<file path="src/sd_init_pkg.sv">
// ---------------------------------------------------------------------------
// SD init package: timing constants, command frames, status characters,
// shared vector types and the sequencer state encoding
// ---------------------------------------------------------------------------
`default_nettype none

package sd_init_pkg;

    // clk_sys cycles per sd_clk half period, full bit is twice this
    localparam int SD_CLK_HALF_CYCLES = 250;
    localparam int DIV_COUNT_W        = $clog2(SD_CLK_HALF_CYCLES + 1);

    // phase lengths in sd_clk bits
    localparam int IDLE_BITS  = 80;
    localparam int GAP_BITS   = 16;
    localparam int FRAME_BITS = 48;

    // commands in the power-up sequence
    localparam int NUM_CMDS = 3;

    typedef logic [FRAME_BITS-1:0]  sd_frame_t;
    typedef logic [7:0]             status_char_t;
    typedef logic [DIV_COUNT_W-1:0] div_count_t;
    typedef logic [7:0]             bit_count_t;

    // start bit, tx bit, index, argument, crc7 and end bit
    localparam sd_frame_t CMD0_FRAME   = 48'h40_00_00_00_00_95;
    localparam sd_frame_t CMD55_FRAME  = 48'h77_00_00_00_00_65;
    // hcs set in the argument
    localparam sd_frame_t ACMD41_FRAME = 48'h69_40_00_00_00_77;

    // ascii report characters
    localparam status_char_t CHAR_CMD0   = "0";
    localparam status_char_t CHAR_CMD55  = "5";
    localparam status_char_t CHAR_ACMD41 = "A";
    localparam status_char_t CHAR_DONE   = "D";

    typedef enum logic [2:0] {
        S_IDLE_CLOCKS,
        S_FRAME,
        S_GAP,
        S_REPORT,
        S_DONE
    } init_state_t;

endpackage

`default_nettype wire
</file>
<file path="src/sd_init_top.sv">
// ---------------------------------------------------------------------------
// SD init top: clock divider, command serializer and init sequencer
// ---------------------------------------------------------------------------
`timescale 1ns/1ps
`default_nettype none

module sd_init_top
    import sd_init_pkg::*;
(
    input  logic         clk_sys,
    input  logic         reset_n_sys,
    output logic         sd_clk,
    output logic         sd_cmd_out,
    output logic         sd_cmd_oe,
    output status_char_t status_char,
    output logic         status_valid,
    output logic         init_done
);

    // one pulse per sd bit
    logic      bit_tick;
    // sequencer to serializer
    sd_frame_t frame;
    logic      frame_load;
    // serializer back to sequencer
    logic      ser_bit;
    logic      frame_done;

    sd_clock_divider u_clock_divider (
        .clk_sys     (clk_sys),
        .reset_n_sys (reset_n_sys),
        .sd_clk      (sd_clk),
        .bit_tick    (bit_tick)
    );

    sd_cmd_serializer u_cmd_serializer (
        .clk_sys     (clk_sys),
        .reset_n_sys (reset_n_sys),
        .bit_tick    (bit_tick),
        .frame       (frame),
        .frame_load  (frame_load),
        .ser_bit     (ser_bit),
        .frame_done  (frame_done)
    );

    sd_init_sequencer u_init_sequencer (
        .clk_sys      (clk_sys),
        .reset_n_sys  (reset_n_sys),
        .bit_tick     (bit_tick),
        .ser_bit      (ser_bit),
        .frame_done   (frame_done),
        .frame        (frame),
        .frame_load   (frame_load),
        .sd_cmd_out   (sd_cmd_out),
        .sd_cmd_oe    (sd_cmd_oe),
        .status_char  (status_char),
        .status_valid (status_valid),
        .init_done    (init_done)
    );

endmodule

`default_nettype wire

</file>
<file path="src/sd_init_sequencer.sv">
// ---------------------------------------------------------------------------
// SD init sequencer: idle clocks, CMD0 / CMD55 / ACMD41 with gaps,
// status characters per command and a sticky done level
// ---------------------------------------------------------------------------
`timescale 1ns/1ps
`default_nettype none

module sd_init_sequencer
    import sd_init_pkg::*;
(
    input  logic         clk_sys,
    input  logic         reset_n_sys,
    input  logic         bit_tick,
    input  logic         ser_bit,
    input  logic         frame_done,
    output sd_frame_t    frame,
    output logic         frame_load,
    output logic         sd_cmd_out,
    output logic         sd_cmd_oe,
    output status_char_t status_char,
    output logic         status_valid,
    output logic         init_done
);

    init_state_t state;
    // 0..2 select a command, 3 is the final done report
    logic [1:0]  cmd_idx;
    bit_count_t  bit_cnt;
    logic        idle_last;
    logic        gap_last;

    // idle: 0 means not started yet, n is the bit in progress
    assign idle_last = (state == S_IDLE_CLOCKS) && (bit_cnt == bit_count_t'(IDLE_BITS));
    // gap: report already sent, waiting for the tick that ends the gap
    assign gap_last  = (state == S_GAP) && (bit_cnt == bit_count_t'(GAP_BITS));

    // serializer is idle in both cases
    assign frame_load = bit_tick && (idle_last || gap_last);

    // frame and report character for the current command
    always_comb begin
        case (cmd_idx)
            2'd0: begin
                frame       = CMD0_FRAME;
                status_char = CHAR_CMD0;
            end
            2'd1: begin
                frame       = CMD55_FRAME;
                status_char = CHAR_CMD55;
            end
            2'd2: begin
                frame       = ACMD41_FRAME;
                status_char = CHAR_ACMD41;
            end
            default: begin
                frame       = ACMD41_FRAME;
                status_char = CHAR_DONE;
            end
        endcase
    end

    // line mux
    // high while idling, serializer during a frame, released otherwise
    assign sd_cmd_oe  = ((state == S_IDLE_CLOCKS) && (bit_cnt != '0)) || (state == S_FRAME);
    assign sd_cmd_out = (state == S_FRAME) ? ser_bit : 1'b1;

    assign status_valid = (state == S_REPORT);
    // rises with the 'D' strobe
    assign init_done    = ((state == S_REPORT) && (cmd_idx == 2'(NUM_CMDS)))
                          || (state == S_DONE);

    always_ff @(posedge clk_sys or negedge reset_n_sys) begin
        if (!reset_n_sys) begin
            state   <= S_IDLE_CLOCKS;
            cmd_idx <= '0;
            bit_cnt <= '0;
        end else begin
            case (state)
                S_IDLE_CLOCKS: begin
                    // first tick starts bit 1, later ticks end one bit each
                    if (bit_tick) begin
                        if (idle_last) begin
                            state <= S_FRAME;
                        end else begin
                            bit_cnt <= bit_cnt + 1'b1;
                        end
                    end
                end
                S_FRAME: begin
                    // done tick counts as the first gap tick
                    if (frame_done) begin
                        state   <= S_GAP;
                        bit_cnt <= 8'd1;
                    end
                end
                S_GAP: begin
                    if (bit_tick) begin
                        if (gap_last) begin
                            state <= S_FRAME;
                        end else begin
                            bit_cnt <= bit_cnt + 1'b1;
                            // report just before the tick that closes the gap
                            if (bit_cnt == bit_count_t'(GAP_BITS - 1)) begin
                                state <= S_REPORT;
                            end
                        end
                    end
                end
                S_REPORT: begin
                    // one cycle per character
                    if (cmd_idx == 2'(NUM_CMDS)) begin
                        state <= S_DONE;
                    end else if (cmd_idx == 2'(NUM_CMDS - 1)) begin
                        // last command, 'D' goes out next cycle
                        cmd_idx <= cmd_idx + 1'b1;
                    end else begin
                        cmd_idx <= cmd_idx + 1'b1;
                        state   <= S_GAP;
                    end
                end
                S_DONE: begin
                    // parked until reset
                    state <= S_DONE;
                end
                default: begin
                    state <= S_IDLE_CLOCKS;
                end
            endcase
        end
    end

endmodule

`default_nettype wire

</file>
<file path="src/sd_cmd_serializer.sv">
// ---------------------------------------------------------------------------
// SD command serializer: loads one 48-bit frame and shifts it out
// msb first, one bit per bit tick
// ---------------------------------------------------------------------------
`timescale 1ns/1ps
`default_nettype none

module sd_cmd_serializer
    import sd_init_pkg::*;
(
    input  logic      clk_sys,
    input  logic      reset_n_sys,
    input  logic      bit_tick,
    input  sd_frame_t frame,
    input  logic      frame_load,
    output logic      ser_bit,
    output logic      frame_done
);

    sd_frame_t  shift_reg;
    bit_count_t bit_cnt;
    logic       busy;
    logic       last_bit;

    // bit currently on the line
    assign ser_bit = shift_reg[FRAME_BITS-1];

    assign last_bit = (bit_cnt == bit_count_t'(FRAME_BITS - 1));

    // tick that ends bit 47
    assign frame_done = busy && bit_tick && last_bit;

    // control state
    always_ff @(posedge clk_sys or negedge reset_n_sys) begin
        if (!reset_n_sys) begin
            busy    <= 1'b0;
            bit_cnt <= '0;
        end else if (frame_load) begin
            busy    <= 1'b1;
            bit_cnt <= '0;
        end else if (busy && bit_tick) begin
            if (last_bit) begin
                // idle until the sequencer loads again
                busy <= 1'b0;
            end else begin
                bit_cnt <= bit_cnt + 1'b1;
            end
        end
    end

    // payload shifter
    // vacated positions fill with ones, the idle level of the line
    always_ff @(posedge clk_sys) begin
        if (frame_load) begin
            shift_reg <= frame;
        end else if (busy && bit_tick) begin
            shift_reg <= {shift_reg[FRAME_BITS-2:0], 1'b1};
        end
    end

endmodule

`default_nettype wire

</file>
<file path="src/sd_clock_divider.sv">
// ---------------------------------------------------------------------------
// SD clock divider: slow sd_clk from clk_sys plus a one-cycle bit tick
// ahead of every falling edge
// ---------------------------------------------------------------------------
`timescale 1ns/1ps
`default_nettype none

module sd_clock_divider
    import sd_init_pkg::*;
(
    input  logic clk_sys,
    input  logic reset_n_sys,
    output logic sd_clk,
    output logic bit_tick
);

    div_count_t div_count;
    logic       half_done;

    // last cycle of the current half period
    assign half_done = (div_count == div_count_t'(SD_CLK_HALF_CYCLES - 1));

    // tick in the cycle that drives sd_clk from high to low,
    // so the rest of the design updates together with the falling edge
    assign bit_tick = half_done && sd_clk;

    always_ff @(posedge clk_sys or negedge reset_n_sys) begin
        if (!reset_n_sys) begin
            div_count <= '0;
            // clock idles low out of reset
            sd_clk    <= 1'b0;
        end else if (half_done) begin
            div_count <= '0;
            sd_clk    <= ~sd_clk;
        end else begin
            div_count <= div_count + 1'b1;
        end
    end

endmodule

`default_nettype wire

</file>
<file path="config.mk">
export PLATFORM = sky130hd
export DESIGN_NAME = sd_init_top
export DESIGN_NICKNAME = d
export VERILOG_FILES = /design/src/sd_init_pkg.sv /design/src/sd_init_top.sv /design/src/sd_init_sequencer.sv /design/src/sd_cmd_serializer.sv /design/src/sd_clock_divider.sv
export SDC_FILE = /design/constraint.sdc
export NUM_CORES = 1
export LEC_CHECK = 0
export BUFFER_PORTS_ARGS = -buffer_cell sky130_fd_sc_hd__clkbuf_2
export CAP_MARGIN = 20
export CORE_ASPECT_RATIO = 0.7
export CORE_MARGIN = 10
export CORE_UTILIZATION = 55
export DETAILED_ROUTE_END_ITERATION = 10
export PLACE_DENSITY = 0.72
export SLEW_MARGIN = 10
export SYNTH_ARGS = -nofsm -noshare
export SYNTH_HDL_FRONTEND = slang
export SYNTH_SLANG_ARGS = --single-unit
</file>
<file path="constraint.sdc">
create_clock -name clk_sys -period 11.9 [get_ports clk_sys]
set_input_delay 1.785 -clock clk_sys [delete_from_list [all_inputs] [get_ports clk_sys]]
set_output_delay 1.785 -clock clk_sys [all_outputs]
set_load 0.01 [all_outputs]
</file>
==> results.txt <==
Req. time, crit path -> 10,120 ps
Worst Setup SP -> u_init_sequencer.state[0]
YS warnings -> 0
DR vias -> 2,404
drt drc -> 0
I/O Buffers -> 11
Final setup viols -> 0
fin. max-slew vios -> 0
CTS tree -> built
final hold slack -> 503 ps
Place WS -> 8560 ps
HP Class -> reg -> reg
Leak Pwr -> 1.35 nW
cells on worst reg2reg path -> 6
largest net degree at the start of global routing -> 48
Layout Nets -> 338
starting density of the core -> 56.1%
Worst Setup EP -> sd_cmd_out
synthesized flop and latch total -> 78
clk slew on worst S/H paths -> 80 ps
die span in y -> 89.0 um
CP Capture Type -> primary output
IR drop worst, VDD -> 0.0551 mV
achievable frequency -> 268 MHz
final worst-path cycle share -> 31.4%
DIE WIDTH -> 119 um
H-tree depth -> 3
clk root buf -> clkbuf_8
diode count -> 0
post-cts sizing count -> 0
register-to-register setup slack -> 9170 ps
RSZ-0062 raised after global routing -> false
synthesized cell area -> 0.00374 sq mm
placed insts -> 407
Post-CTS Repair Setup Buffers -> 0
routability-driven placement congestion ratio -> 0.853
Synth Flop Type -> edfxtp_1
worst setup margin -> 8170 ps
Seq/Total Area, Yosys -> 58.5%
WL per Instance -> 15.4 um
drt pass-1 iters -> 4
FF-to-FF End -> u_cmd_serializer.shift_reg[7]
max cap viols -> 0
pwr/cell area -> 124 mW/mm^2
GR Overflow Total -> 0
Synth area leaders -> edfxtp_1 38%, dfrtp_1 21%, and2_1 5.9%
cell taking the most area after synthesis -> edfxtp_1
# IOs -> 15
DRT iter0 DRCs -> 199
final-report hold violation count -> 0
Tot GR Track Use -> 13.1%
Slew @ Worst Pin -> 976 ps
die area -> 0.0105 sq mm
Post-Synthesis Cells -> 315
post-route insts no fill -> 423
Final Skew -> 6.56 ps
hold-fix buffers at CTS -> 0
worst-path fanout max -> 11
CTS Buf Count -> 9
Cell Rows -> 25
R2R Path Start -> u_init_sequencer.bit_cnt[0]
Final Critical Period -> 3730 ps
synthesis-to-layout area growth -> 8.47%
initial antenna violation count -> 0
Yosys top cell area share -> 37.8%
max FFs per register -> 47
Distinct cells, synth -> 53
CP Launch Type -> flip-flop
post-route setup TNS -> 0 ps
Post-synth ARST share -> 39.7%
Final ANT Viol Nets -> 0
data arrival time of the worst path -> 1950 ps
first-pass GRT wire length -> 11.1 mm
slew margin rel. -> 34.7%
Skew-Pair Late Insertion Delay -> 350 ps
CTS sink cnt -> 78
Clock Path Buffers -> 2
status -> complete, no violations
Post-synth EDFFs -> 47
Setup CP Type -> reg -> out
Core ar. -> 0.00666 sq mm
layout cells sized above 1 -> 12.2%
Synth Area per Inst -> 11.9 sq um
Routed WL -> 6.51 mm
post-detail-place hpwl -> 4.20 mm
vias in the first global route -> 2,236
Vias/cell -> 5.68
Final Power -> 0.000503 W
-- power by group --
group / total, W / switching, W / internal (W)
registers: 0.000284 / 0 / 0.000284
clock network: 0.000216 / 0.0000979 / 0.000118
logic: 0.00000255 / 0.00000244 / 0.000000110
total: 0.000503 / 0.000100 / 0.000402
-- kinds of logic (layout without fill, tap and decap cells) --
logic type,Yosys count,in the layout,synth area share [%]
simple gates,132,132,20.5
flops,78,78,58.5
compound gates,53,53,9.37
buf+inv,24,36,3.38
fa+ha+maj,12,12,4.02
mux,8,8,2.44
xor+xnor,7,7,1.64
other cells,1,3,0.100
-- cells in the mapped netlist, types with 2 or more instances --
cell,count
mux2_2,5
ha_1,12
nand3_1,12
or4_1,3
nand2b_1,6
edfxtp_1,47
nor3b_1,4
and3_1,2
xor2_1,4
or2_2,2
a21oi_1,10
and2_1,35
nand4_1,7
and4b_1,2
o22a_1,5
nand2_1,16
inv_1,8
dfrtp_1,31
o31ai_1,4
a21o_1,3
or3_1,3
nand4b_1,2
o21ai_0,18
clkbuf_1,4
xnor2_1,3
o21a_1,4
mux2i_1,2
buf_2,5
nor2_1,19
nor4_1,4
buf_4,6
nor3_1,6
-- worst max-delay path: stages (launching register included) --
cell and delay [ps]:
dfrtp_1 540, nor3b_1 780, nand2b_1 110, clkbuf_2 160
-- through the flow --
stage	utilization [%]	area, sq um
after floorplan	-	3740
after global placement	57.6	3840
after detailed placement	57.6	3840
after CTS	60.8	4050
after global routing	60.8	4050
final	60.8	4050
-- layer usage --
metal  vias to the layer above  GRT usage [%]  wire [um]
met1                      1171           18.6       3410
li1                       1155              -          -
met4                         0           5.41         83
met5                         -              0          0
met3                         7           4.29        378
met2                        71           17.9       2640
-- how the worst min path moves through the flow --
stage / start / to / depth (start not counted)
finish: u_clock_divider.div_count[0] / u_clock_divider.div_count[0] / 1
global placement: u_clock_divider.div_count[0] / u_clock_divider.div_count[0] / 1
CTS: u_clock_divider.div_count[0] / u_clock_divider.div_count[0] / 1
global route: u_clock_divider.div_count[0] / u_clock_divider.div_count[0] / 1
floorplan: u_clock_divider.div_count[0] / u_clock_divider.div_count[0] / 1
detailed placement: u_cmd_serializer.shift_reg[45] / u_cmd_serializer.shift_reg[46] / 1
-- placed cells by master, fill, tap and decap left out, types with 5 or more instances in the layout --
cell and count:
dfrtp_1 31, mux2_2 5, nand3_1 12, o22a_1 5, nor3_1 6, nand2b_1 6, edfxtp_1 47, o21ai_0 18
nor2_1 19, clkbuf_2 11, and2_1 35, nand2_1 16, a21oi_1 9, nand4_1 7, clkbuf_8 9, inv_1 8
ha_1 12
-- final cells by class --
class | instances | area [sq um]
clock buffers | 10 | 128
clock inverters | 6 | 86.3
fillers | 558 | 2610
inverters | 8 | 30.0
multi-input cells | 215 | 1440
flip-flops and latches | 78 | 2190
well taps | 94 | 118
repair buffers | 12 | 62.6
No activity file was read; power rests on OpenSTA's default activity.
